<file path="src/hdl/cpu_pkg.sv">
package cpu_pkg;

   typedef logic [15:0] word_t;
   typedef logic [15:0] instr_t;
   typedef logic [2:0]  reg_idx_t;

   // Primary opcode, instruction bits 15..11
   typedef enum logic [4:0] {
      op_halt = 5'b00000,
      op_nop  = 5'b00001,
      op_j    = 5'b00100,
      op_addi = 5'b01000,
      op_beqz = 5'b01100,
      op_st   = 5'b10000,
      op_ld   = 5'b10001,
      op_lbi  = 5'b11000,
      op_alu  = 5'b11011
   } opcode_t;

   // Register ALU function, instruction bits 1..0 of op_alu
   typedef enum logic [1:0] {
      alu_add = 2'b00,
      alu_sub = 2'b01,
      alu_and = 2'b10,
      alu_xor = 2'b11
   } alu_op_t;

   // Bytes per instruction
   localparam word_t pc_step = 16'd2;

   // Default memory depths in 16-bit words
   localparam int imem_words_default = 256;
   localparam int dmem_words_default = 256;

endpackage
</file>
<file path="src/hdl/execute.sv">
module execute (
   input  logic              clk,
   input  logic              rst_n,
   input  logic              id_valid,
   input  cpu_pkg::opcode_t  id_op,
   input  cpu_pkg::alu_op_t  id_alu_op,
   input  cpu_pkg::word_t    id_rs_data,
   input  cpu_pkg::word_t    id_rt_data,
   input  cpu_pkg::word_t    id_imm,
   input  cpu_pkg::reg_idx_t id_dest,
   input  logic              id_writes,
   input  cpu_pkg::word_t    id_pc_next,
   input  logic              id_is_halt,
   input  logic              id_illegal,
   output logic              ex_valid,
   output cpu_pkg::opcode_t  ex_op,
   output cpu_pkg::word_t    ex_result,
   output cpu_pkg::word_t    ex_store_data,
   output cpu_pkg::reg_idx_t ex_dest,
   output logic              ex_writes,
   output logic              ex_is_halt,
   output logic              ex_illegal,
   output logic              redirect,
   output cpu_pkg::word_t    redirect_pc
);

   cpu_pkg::word_t operand_b;
   cpu_pkg::word_t alu_out;
   cpu_pkg::word_t result;
   logic           taken;

   // Only the register ALU op uses rt as its second operand
   assign operand_b = (id_op == cpu_pkg::op_alu) ? id_rt_data : id_imm;

   always_comb begin
      case (id_alu_op)
         cpu_pkg::alu_add: alu_out = id_rs_data + operand_b;
         cpu_pkg::alu_sub: alu_out = id_rs_data - operand_b;
         cpu_pkg::alu_and: alu_out = id_rs_data & operand_b;
         cpu_pkg::alu_xor: alu_out = id_rs_data ^ operand_b;
         default:          alu_out = id_rs_data + operand_b;
      endcase
   end

   // LBI loads the extended immediate as is
   assign result = (id_op == cpu_pkg::op_lbi) ? id_imm : alu_out;

   always_comb begin
      taken = 1'b0;
      if (id_op == cpu_pkg::op_j) begin
         taken = 1'b1;
      end else if (id_op == cpu_pkg::op_beqz) begin
         taken = (id_rs_data == '0);
      end
   end

   assign redirect    = id_valid && taken;
   assign redirect_pc = id_pc_next + id_imm;

   always_ff @(posedge clk) begin
      if (!rst_n) begin
         ex_valid <= 1'b0;
      end else begin
         ex_valid <= id_valid;
      end
   end

   always_ff @(posedge clk) begin
      ex_op         <= id_op;
      ex_result     <= result;
      ex_store_data <= id_rt_data;
      ex_dest       <= id_dest;
      ex_writes     <= id_writes;
      ex_is_halt    <= id_is_halt;
      ex_illegal    <= id_illegal;
   end

endmodule

</file>
<file path="config.mk">
export PLATFORM = sky130hd
export DESIGN_NAME = execute
export DESIGN_NICKNAME = d
export VERILOG_FILES = /design/src/hdl/cpu_pkg.sv /design/src/hdl/execute.sv
export SDC_FILE = /design/constraint.sdc
export NUM_CORES = 1
export LEC_CHECK = 0
export ABC_AREA = 1
export BUFFER_PORTS_ARGS = -buffer_cell sky130_fd_sc_hd__buf_2
export CELL_PAD_IN_SITES_DETAIL_PLACEMENT = 0
export CELL_PAD_IN_SITES_GLOBAL_PLACEMENT = 2
export CORE_UTILIZATION = 25
export CTS_BUF_LIST = sky130_fd_sc_hd__clkbuf_8 sky130_fd_sc_hd__clkbuf_16
export DETAILED_ROUTE_END_ITERATION = 7
export PLACE_DENSITY = 0.88
export SETUP_SLACK_MARGIN = 0.1
export SYNTH_ARGS = -nofsm -noshare
export SYNTH_HDL_FRONTEND = slang
export SYNTH_SLANG_ARGS = --single-unit
</file>
<file path="constraint.sdc">
create_clock -name clk -period 5.1 [get_ports clk]
set_input_delay 1.02 -clock clk [delete_from_list [all_inputs] [get_ports clk]]
set_output_delay 1.02 -clock clk [all_outputs]
set_load 0.1 [all_outputs]
</file>
==> metrics.md, run 1 <==
| Metric | Value |
|---|---|
| DRC errors left | `0` |
| Fin area | `4630 um^2` |
| Met3 usage | `2.62%` |
| Post-synthesis sequential element count | `44` |
| Overall via count from detail_route | `3746` |
| Power per unit of standard cell area | `360 nW/um^2` |
| Layout fillers | `1505` |
| Outcome | `complete, no violations` |
| Hold_buf cts | `0` |
| Quantity of gates resized following cts | `0` |
| Final total negative setup slack | `0 ps` |
| Warning count from the yosys run | `0` |
| Data arrival time of the critical path | `3300 ps` |
| Peak ir drop on the vdd network | `155 uV` |
| Post-detail-place hpwl | `9980 um` |
| Die Ht | `122 um` |
| Share of the clock period used by the worst path after layout | `84.7%` |
| GRT Max-Usage Layer | `met2` |
| Portion of the post-synthesis area used by sequential elements | `24.6%` |
| Row cnt | `43` |
| Critical Path Source Type | `input port` |
| Area after detailed placement | `4460 um^2` |
| Number of global-route vias before repair | `3602` |
| Drt wl/cell | `14.2 um` |
| Most frequent standard cell in the layout excluding fill and tap cells | `sky130_fd_sc_hd__buf_2` |
| Leading cell types by total area after synthesis | `sky130_fd_sc_hd__dfxtp_1 25%, sky130_fd_sc_hd__ha_1 16%, sky130_fd_sc_hd__nand2_1 12%` |
| Leading cell types in the layout, fill and taps excluded | `140 x sky130_fd_sc_hd__buf_2, 114 x sky130_fd_sc_hd__nand2_1, 67 x sky130_fd_sc_hd__inv_1, 47 x sky130_fd_sc_hd__ha_1, 44 x sky130_fd_sc_hd__dfxtp_1` |
| Worst hold path startpoint | `id_illegal` |
| Headroom to the max-slew limit | `49.5%` |
| Mean number of vias per cell | `4.58` |
| Final ANT Viol Nets | `0` |
| Input/output buffers | `140` |
| Hold Path Sink | `ex_illegal$_DFF_P_` |
| Slew Viols, Final | `0` |
| Share of the synthesized area in the top cell type | `24.6%` |
| Biggest fanout along the worst timing path | `3` |
| Static Leak | `2.54 nW` |
| Endpoint class of the critical path | `output port` |
| Final estimated routing congestion in global placement | `0.812` |
| Req. time, crit path | `4080 ps` |
| DRT Wirelength | `11600 um` |
| Effective utilization at floorplan | `25.7%` |
| Async set or reset register ratio after synthesis | `0%` |
| Violation count after the first detailed-routing iteration | `137` |
| CTS tree | `built` |
| First-pass DRT Iterations | `4` |
| Clock Pin Slew Worst Setup and Hold Paths | `70 ps` |
| Pin count of the biggest net entering global routing | `22` |
| Met1 usage in global routing | `19.8%` |
| Number of H-tree levels | `2` |
| Synthesis-to-layout area growth | `29.2%` |
| TritonCTS buffer count | `5` |
| Number of max-cap violations | `0` |
| Die area | `14800 um^2` |
| Floorplan Core Area | `13900 um^2` |
| Final Hold Vio Count | `0` |
| Synth unique cells | `36` |
| Post-synthesis cell area | `3590 um^2` |
| RSZ-0062 raised after global routing | `no` |
| First-pass GRT wire length | `17700 um` |
| Number of buffers inserted to repair setup after CTS | `0` |
| Hold Path Stages | `1` |
| Maximum root-to-sink buffer count | `2` |
| Clock root cell | `sky130_fd_sc_hd__clkbuf_16` |
| Synth area leader | `sky130_fd_sc_hd__dfxtp_1` |
| Core occupancy in the finished layout | `33.2%` |
| Mean instance size in the synthesized netlist | `7.20 um^2` |
| Global Route met2 Usage | `26.3%` |
| Floorplan die width | `122 um` |
| Path type of the worst min-delay path | `input port to flip-flop` |
| Remaining global-route overflow | `0` |
| Synthesized netlist cell count | `498` |
| Total inserted antenna cells | `0` |
| Minimum clock period | `4320 ps` |
| Measured slew at the worst slew-check pin | `756 ps` |
| Initial antenna violation count | `0` |
| Count of pins on the block boundary | `141` |
| Setup CP Type | `input port to output port` |
| Number of sinks driven by the clock tree | `44` |
| Dominant synthesized flop cell | `sky130_fd_sc_hd__dfxtp_1` |
| Share of cells above drive strength 1 | `25.2%` |
| Final #Nets | `766` |
| Mapped Nets | `627` |
| Maximum operating frequency | `232 MHz` |
| GRT Total Usage | `15.6%` |
| Final number of setup-violating endpoints | `0` |
| Number of synthesized flops with an enable pin | `0` |
cells in the mapped netlist (2+ instances only):
cell,n
sky130_fd_sc_hd__nand2_1,114
sky130_fd_sc_hd__inv_1,67
sky130_fd_sc_hd__ha_1,47
sky130_fd_sc_hd__dfxtp_1,44
sky130_fd_sc_hd__a21oi_1,43
sky130_fd_sc_hd__xor2_1,25
sky130_fd_sc_hd__nor2_1,24
sky130_fd_sc_hd__o21ai_0,23
sky130_fd_sc_hd__nand3_1,22
sky130_fd_sc_hd__nand3b_1,12
sky130_fd_sc_hd__a41oi_1,9
sky130_fd_sc_hd__clkbuf_1,6
sky130_fd_sc_hd__a221oi_1,5
sky130_fd_sc_hd__o21ai_1,5
sky130_fd_sc_hd__xnor2_1,5
sky130_fd_sc_hd__a21o_1,4
sky130_fd_sc_hd__a22oi_1,4
sky130_fd_sc_hd__nor3_1,4
sky130_fd_sc_hd__nor4_1,4
sky130_fd_sc_hd__o31ai_1,4
sky130_fd_sc_hd__a21boi_0,3
sky130_fd_sc_hd__nand2_2,3
sky130_fd_sc_hd__nand4_1,3
sky130_fd_sc_hd__nor2_2,3
sky130_fd_sc_hd__a21boi_1,2
sky130_fd_sc_hd__buf_6,2
sky130_fd_sc_hd__fa_1,2
per-layer routing:
metal  vias to the layer above  wire length, um
met3                        11              539
met2                        93             5480
met5                         -                0
met4                         0              172
li1                       1948                -
met1                      1694             5410
how the worst max path moves through the flow:
stage / start / to / slack [ps] / depth (start not counted)
final: id_imm[0] / redirect_pc[12] / 780 / 11
after CTS: id_imm[0] / redirect_pc[12] / 740 / 11
after detailed placement: id_imm[2] / redirect_pc[13] / 760 / 12
after floorplan: id_imm[0] / redirect_pc[12] / 240 / 9
after global routing: id_imm[0] / redirect_pc[12] / 510 / 11
after global placement: id_imm[0] / redirect_pc[12] / 780 / 11
report_power, final:
| part | internal (mW) | switching (mW) |
|---|---|---|
| logic | 0.183 | 0.711 |
| registers | 0.381 | 0.00792 |
| clock network | 0.233 | 0.154 |
area by class of cell:
class                      count  area, um^2  share of cell area [%]
multi-input combinational    376        2380                    51.4
timing repair buffer         142         716                    15.4
tap                          180         225                    4.86
clock buffer                   5         125                    2.70
sequential                    44         881                    19.0
inverter                      68         255                    5.51
clock inverter                 3        47.5                    1.03
registers in the layout, indices dropped and copies added (netlist names):
register	cells
ex_illegal	1
ex_writes	1
ex_result	16
ex_valid	1
ex_is_halt	1
ex_dest	3
ex_store_data	16
ex_op	5
critical path, cell delays in order:
cell                       delay, ps
sky130_fd_sc_hd__buf_2           110
sky130_fd_sc_hd__ha_1            170
sky130_fd_sc_hd__inv_1            60
sky130_fd_sc_hd__fa_1            390
sky130_fd_sc_hd__o21ai_1         220
sky130_fd_sc_hd__a21boi_1        150
sky130_fd_sc_hd__o21ai_1         210
sky130_fd_sc_hd__a21boi_1        120
sky130_fd_sc_hd__o21ai_0         220
sky130_fd_sc_hd__xor2_1          170
sky130_fd_sc_hd__buf_2           440
through the flow:
stage	power [mW]	worst slack (ps)	cells	hold slack, ps
after floorplan	1.12	240	498	1050
after global placement	1.29	776	810	1120
after detailed placement	1.29	764	810	1120
after CTS	1.68	737	818	808
after global routing	1.75	509	818	810
final	1.67	781	818	821
cell families after synthesis:
kind of cell               count (synthesis)  share of synthesized area, %
buffers and inverters                     78                          8.97
and+or+nand+nor                          192                          24.0
xor gates and xnor gates                  30                          7.33
adders and majority gates                 49                          17.5
AOI/OAI and AO/OA                        105                          17.6
DFF                                       44                          24.6
Power figures use the tool's default switching activity.
==> inputs of run 2 (changes only) <==
--- a/config.mk
+++ b/config.mk
@@ -9,7 +9,7 @@
 export BUFFER_PORTS_ARGS = -buffer_cell sky130_fd_sc_hd__buf_2
 export CELL_PAD_IN_SITES_DETAIL_PLACEMENT = 0
 export CELL_PAD_IN_SITES_GLOBAL_PLACEMENT = 2
-export CORE_UTILIZATION = 25
+export CORE_UTILIZATION = 24
 export CTS_BUF_LIST = sky130_fd_sc_hd__clkbuf_8 sky130_fd_sc_hd__clkbuf_16
 export DETAILED_ROUTE_END_ITERATION = 7
 export PLACE_DENSITY = 0.88
==> constraint.sdc (replaced) <==
create_clock -name clk -period 3.8 [get_ports clk]
set_input_delay 0.76 -clock clk [delete_from_list [all_inputs] [get_ports clk]]
set_output_delay 0.76 -clock clk [all_outputs]
set_load 0.1 [all_outputs]
==> metrics.md, run 2 (synthesized netlist as in run 1, its figures left out) <==
| Metric | Value |
|---|---|
| Hold Path Stages | `1 (unchanged)` |
| Power Total | `2.36 mW (+41%)` |
| First-pass DRT Iterations | `4 (unchanged)` |
| Hold Path Sink | `ex_is_halt$_DFF_P_` |
| First-pass GRT wire length | `19300 um (+9.2%)` |
| Number of H-tree levels | `2 (unchanged)` |
| Final #Nets | `782 (+2.1%)` |
| Pin count of the biggest net entering global routing | `22 (unchanged)` |
| Share of the clock period used by the worst path after layout | `93.7%` |
| Slowest library cell on the worst path | `sky130_fd_sc_hd__fa_1` |
| Final number of setup-violating endpoints | `0 (unchanged)` |
| Layout fillers | `1610 (+7.0%)` |
| Place WS | `109 ps (-655 ps)` |
| Row cnt | `44 (+2.3%)` |
| RSZ-0062 raised after global routing | `no` |
| Headroom to the max-slew limit | `47.8% (-1.7 points)` |
| Measured slew at the worst slew-check pin | `780 ps (+24.0 ps)` |
| Synthesis-to-layout area growth | `37.5%` |
| Minimum clock period | `3560 ps` |
| Setup CP Type | `input port to output port` |
| Longest individual stage delay on the worst path | `410 ps (-30 ps)` |
| TritonCTS buffer count | `5 (unchanged)` |
| Peak ir drop on the vdd network | `204 uV (+31%)` |
| Registers with the most flip-flops | `ex_result (16), ex_store_data (16), ex_op (5)` |
| Final estimated routing congestion in global placement | `0.842 (+3.7%)` |
| Final setup slack of the worst path | `238 ps (-542 ps)` |
| DRC errors left | `0 (unchanged)` |
| Core occupancy in the finished layout | `33.9% (+0.69 points)` |
| Maximum operating frequency | `281 MHz` |
| Effective utilization at floorplan | `24.7% (-1.1 points)` |
| Area taken by multi-input logic gates | `2450 um^2 (+2.8%)` |
| Initial antenna violation count | `1 (+1)` |
| Number of max-cap violations | `0 (unchanged)` |
| Clock Pin Slew Worst Setup and Hold Paths | `70 ps (about the same)` |
| Count of pins on the block boundary | `141 (unchanged)` |
| Remaining global-route overflow | `0 (unchanged)` |
| Number of global-route vias before repair | `3858 (+7.1%)` |
| Final total negative setup slack | `0 ps (unchanged)` |
| Cell count after placement | `830 (+2.5%)` |
| Endpoint class of the critical path | `output port` |
| Clock root cell | `sky130_fd_sc_hd__clkbuf_16` |
| Power per unit of standard cell area | `479 nW/um^2 (+33%)` |
| Total inserted antenna cells | `0 (unchanged)` |
| Path type of the worst min-delay path | `input port to flip-flop` |
| Total area of sequential cells | `881 um^2 (unchanged)` |
| Req. time, crit path | `3040 ps (-1040 ps)` |
| Post-detail-place hpwl | `10300 um (+3.1%)` |
| Area after detailed placement | `4750 um^2 (+6.5%)` |
| Critical path launch point | `id_imm[0]` |
| CTS tree | `built` |
| Drt wl/cell | `14.6 um (+3.0%)` |
| Final cell count without fillers | `838 (+2.4%)` |
| Most frequent standard cell in the layout excluding fill and tap cells | `sky130_fd_sc_hd__buf_2` |
| Slew Viols, Final | `0 (unchanged)` |
| Input/output buffers | `140 (unchanged)` |
| Worst hold path startpoint | `id_is_halt` |
| GRT Total Usage | `15.8% (+0.25 points)` |
| Die area | `15400 um^2 (+4.1%)` |
| Outcome | `complete, no violations` |
| Fin area | `4930 um^2 (+6.5%)` |
| Static Leak | `2.67 nW (+5.2%)` |
| Number of buffers inserted to repair setup after CTS | `0 (unchanged)` |
| Worst hold slack | `553 ps (-269 ps)` |
| Mean number of vias per cell | `4.56 (-0.33%)` |
| Violation count after the first detailed-routing iteration | `174 (+27%)` |
| Number of sinks driven by the clock tree | `44 (unchanged)` |
| Biggest fanout along the worst timing path | `3 (unchanged)` |
| Die Ht | `124 um (+2.0%)` |
| Overall via count from detail_route | `3825 (+2.1%)` |
| Floorplan die width | `124 um (+2.0%)` |
| Data arrival time of the critical path | `2800 ps (-500 ps)` |
| DRT Wirelength | `12200 um (+5.5%)` |
| Final ANT Viol Nets | `0 (unchanged)` |
| Share of cells above drive strength 1 | `28.6% (+3.4 points)` |
| Leading cell types in the layout, fill and taps excluded | `133 x sky130_fd_sc_hd__buf_2, 114 x sky130_fd_sc_hd__nand2_1, 67 x sky130_fd_sc_hd__inv_1, 47 x sky130_fd_sc_hd__ha_1, 44 x sky130_fd_sc_hd__dfxtp_1` |
| Critical Path Source Type | `input port` |
| Floorplan Core Area | `14500 um^2 (+4.3%)` |
| Final Hold Vio Count | `0 (unchanged)` |
| Cells traversed along the worst timing path | `buf_2 > ha_1 > inv_1 > fa_1 > o21ai_2 > a21boi_1 > o21ai_1 > a21boi_1 > o21ai_1 > xor2_2 > buf_12` |
| Maximum root-to-sink buffer count | `2 (unchanged)` |
## run 2: cell types whose count changed in the layout (fill, tap and decap cells not counted), moves of 2 or more
cell / previous run / this run
sky130_fd_sc_hd__xnor2_1: 5 / 3
sky130_fd_sc_hd__buf_4: 2 / 18
sky130_fd_sc_hd__buf_12: 0 / 7
sky130_fd_sc_hd__xor2_1: 25 / 19
sky130_fd_sc_hd__clkinv_4: 2 / 0
sky130_fd_sc_hd__buf_2: 140 / 133
sky130_fd_sc_hd__xnor2_2: 0 / 2
sky130_fd_sc_hd__o21ai_2: 0 / 2
sky130_fd_sc_hd__xor2_2: 0 / 6
## run 2: cell type report
type | instances | share of cell area [%]
repair buffers | 158 | 19.1
inverters | 68 | 5.23
multi-input cells | 376 | 49.7
clock buffers | 5 | 2.54
well taps | 184 | 4.67
flip-flops and latches | 44 | 17.9
clock inverters | 3 | 0.939
## run 2: repair_timing
action / CTS / global route
endpoints found under the setup margin: 1 / 3
resized for setup: 1 / 5
hold buffers: 0 / 0
## run 2: critical path, delay by kind of cell
kind / cells / cell delay [ps]
buffers and inverters: 3 / 360
adder cells (fa/ha/maj): 2 / 590
XOR/XNOR: 1 / 210
AO/OA/AOI/OAI: 5 / 870
## run 2: how the worst max path moves through the flow
stage,to,slack [ps]
floorplan,redirect_pc[6],-190
global placement,ex_result[9]$_DFF_P_,140
detailed placement,ex_result[9]$_DFF_P_,110
CTS,redirect_pc[12],180
global route,ex_result[13]$_DFF_P_,120
finish,redirect_pc[12],240
## run 2: routing by layer
metal  GRT usage (%)  vias to the layer above  part of all wire [%]
met5               0                        -                  0.11
met4            5.81                        2                   1.7
met3            2.50                       14                   4.3
met2            27.0                      115                    47
met1            19.9                     1719                    47
li1                -                     1975                     -
## run 2: power by group
part / internal (mW) / switching (mW)
logic: 0.326 / 0.978
clock network: 0.314 / 0.222
registers: 0.511 / 0.0113
==> inputs of run 3 (changes only) <==
--- a/config.mk
+++ b/config.mk
@@ -13,6 +13,7 @@
 export CTS_BUF_LIST = sky130_fd_sc_hd__clkbuf_8 sky130_fd_sc_hd__clkbuf_16
 export DETAILED_ROUTE_END_ITERATION = 7
 export PLACE_DENSITY = 0.88
+export RECOVER_POWER = 50
 export SETUP_SLACK_MARGIN = 0.1
 export SYNTH_ARGS = -nofsm -noshare
 export SYNTH_HDL_FRONTEND = slang
==> metrics.md, run 3 (synthesized netlist as in run 1, its figures left out) <==
| Metric | Value |
|---|---|
| Outcome | `complete, no violations` |
| Floorplan die width | `124 um (unchanged)` |
| Die area | `15400 um^2 (unchanged)` |
| Biggest fanout along the worst timing path | `3 (unchanged)` |
| Layout fillers | `1625 (+0.93%)` |
| Violation count after the first detailed-routing iteration | `158 (-9.2%)` |
| Setup CP Type | `input port to output port` |
| Pin count of the biggest net entering global routing | `22 (unchanged)` |
| Static Leak | `2.56 nW (-4.0%)` |
| Number of global-route vias before repair | `3858 (unchanged)` |
| Slowest library cell on the worst path | `sky130_fd_sc_hd__fa_1` |
| Final #Nets | `782 (unchanged)` |
| Hold Path Sink | `ex_is_halt$_DFF_P_` |
| Headroom to the max-slew limit | `18.8% (-29 points)` |
| First-pass GRT wire length | `19300 um (unchanged)` |
| Worst hold slack | `552 ps (-0.887 ps)` |
| Endpoint class of the critical path | `output port` |
| Measured slew at the worst slew-check pin | `1220 ps (+444 ps)` |
| DRC errors left | `0 (unchanged)` |
| Leading cell types in the layout, fill and taps excluded | `114 x sky130_fd_sc_hd__nand2_1, 95 x sky130_fd_sc_hd__buf_2, 67 x sky130_fd_sc_hd__inv_1, 47 x sky130_fd_sc_hd__ha_1, 44 x sky130_fd_sc_hd__dfxtp_1` |
| Clock root cell | `sky130_fd_sc_hd__clkbuf_16` |
| Number of buffers inserted to repair setup after CTS | `0 (unchanged)` |
| Remaining global-route overflow | `0 (unchanged)` |
| First-pass DRT Iterations | `4 (unchanged)` |
| RSZ-0062 raised after global routing | `no` |
| Maximum operating frequency | `281 MHz (about the same)` |
| Hold_buf cts | `0 (unchanged)` |
| CTS tree | `built` |
| Slew Viols, Final | `0 (unchanged)` |
| Peak ir drop on the vdd network | `203 uV (about the same)` |
| Share of the clock period used by the worst path after layout | `93.7% (about the same)` |
| Drt wl/cell | `14.6 um (about the same)` |
| Final estimated routing congestion in global placement | `0.842 (unchanged)` |
| Row cnt | `44 (unchanged)` |
| Hold Path Stages | `1 (unchanged)` |
| Clock Pin Slew Worst Setup and Hold Paths | `70 ps (about the same)` |
| Path type of the worst min-delay path | `input port to flip-flop` |
| Registers with the most flip-flops | `ex_result (16), ex_store_data (16), ex_op (5)` |
| GRT Total Usage | `15.8% (unchanged)` |
| Power per unit of standard cell area | `482 nW/um^2 (+0.70%)` |
| Overall via count from detail_route | `3818 (-0.18%)` |
| DRT Wirelength | `12200 um (about the same)` |
| Place WS | `109 ps (unchanged)` |
| Die Ht | `124 um (unchanged)` |
| Number of max-cap violations | `0 (unchanged)` |
| Mean number of vias per cell | `4.56 (-0.18%)` |
| Count of pins on the block boundary | `141 (unchanged)` |
| Minimum clock period | `3560 ps (-1.09 ps)` |
| Initial antenna violation count | `0 (-1)` |
| Longest individual stage delay on the worst path | `410 ps (about the same)` |
| Final setup slack of the worst path | `240 ps (+1.09 ps)` |
| Final Hold Vio Count | `0 (unchanged)` |
| Total inserted antenna cells | `0 (unchanged)` |
| Floorplan Core Area | `14500 um^2 (unchanged)` |
| Share of cells above drive strength 1 | `22.8% (-5.8 points)` |
| Most frequent standard cell in the layout excluding fill and tap cells | `sky130_fd_sc_hd__nand2_1` |
| Number of sinks driven by the clock tree | `44 (unchanged)` |
| Data arrival time of the critical path | `2800 ps (about the same)` |
| Post-detail-place hpwl | `10300 um (unchanged)` |
| Synthesis-to-layout area growth | `36.2%` |
| Effective utilization at floorplan | `24.7% (unchanged)` |
| Input/output buffers | `140 (unchanged)` |
| Req. time, crit path | `3040 ps (about the same)` |
| Maximum root-to-sink buffer count | `2 (unchanged)` |
| Cells traversed along the worst timing path | `buf_2 > ha_1 > inv_1 > fa_1 > o21ai_2 > a21boi_1 > o21ai_1 > a21boi_1 > o21ai_1 > xor2_2 > buf_12` |
| Final number of setup-violating endpoints | `0 (unchanged)` |
| Worst hold path startpoint | `id_is_halt` |
| Number of H-tree levels | `2 (unchanged)` |
| TritonCTS buffer count | `5 (unchanged)` |
| Final ANT Viol Nets | `0 (unchanged)` |
| Critical Path Source Type | `input port` |
run 3: worst max-delay path by stage:
| stage | cells past startpoint | from | slack, ps | end |
|---|---|---|---|---|
| final | 11 | id_imm[0] | 240 | redirect_pc[12] |
| after global routing | 18 | id_op[2] | 70 | ex_result[13]$_DFF_P_ |
| after CTS | 11 | id_imm[0] | 180 | redirect_pc[12] |
| after detailed placement | 19 | id_op[0] | 110 | ex_result[9]$_DFF_P_ |
| after global placement | 19 | id_op[0] | 140 | ex_result[9]$_DFF_P_ |
| after floorplan | 6 | id_imm[0] | -190 | redirect_pc[6] |
run 3: per-layer routing:
metal	part of all wire [%]	GRT usage, %	routed length, um	vias up
met5	0	0	0	-
met4	2.0	5.81	250	0
met3	4.1	2.50	496	16
met2	47	27.0	5720	101
met1	47	19.9	5770	1728
li1	-	-	-	1973
run 3: what timing repair did:
item / in CTS / in global routing
setup endpoints to repair: 1 / 3
pin swaps: 0 / 0
cloned: 0 / 0
gates resized for setup: 1 / 5
run 3: layout make-up:
cell class,count,area (um^2),area share [%]
Multi-Input combinational cell,376,2450,50.2
Timing Repair Buffer,158,893,18.3
Sequential cell,44,881,18.0
Inverter,68,258,5.28
Tap cell,184,230,4.71
Clock buffer,5,125,2.56
Clock inverter,3,46.3,0.948
run 3: through the flow:
step | utilization (%) | area [um^2] | setup TNS (ps) | instances | power (mW)
floorplan | - | 3650 | -378 | 498 | 1.52
global placement | 32.7 | 4750 | 0 | 830 | 1.82
detailed placement | 32.7 | 4750 | 0 | 830 | 1.83
CTS | 33.9 | 4920 | 0 | 838 | 2.38
global route | 33.6 | 4880 | 0 | 838 | 2.46
finish | 33.6 | 4880 | 0 | 838 | 2.36
run 3: report_power, final:
| part | switching, mW | internal, mW | leakage, nW |
|---|---|---|---|
| registers | 0.0120 | 0.511 | 0.371 |
| logic | 0.977 | 0.318 | 2.11 |
| clock network | 0.225 | 0.314 | 0.0804 |
| total | 1.21 | 1.14 | 2.56 |
run 3: worst max-delay path: cells and delay by family:
family                   cells  cell delay (ps)
AO/OA/AOI/OAI                5              870
XOR/XNOR                     1              210
adder cells (fa/ha/maj)      2              590
buffers and inverters        3              360
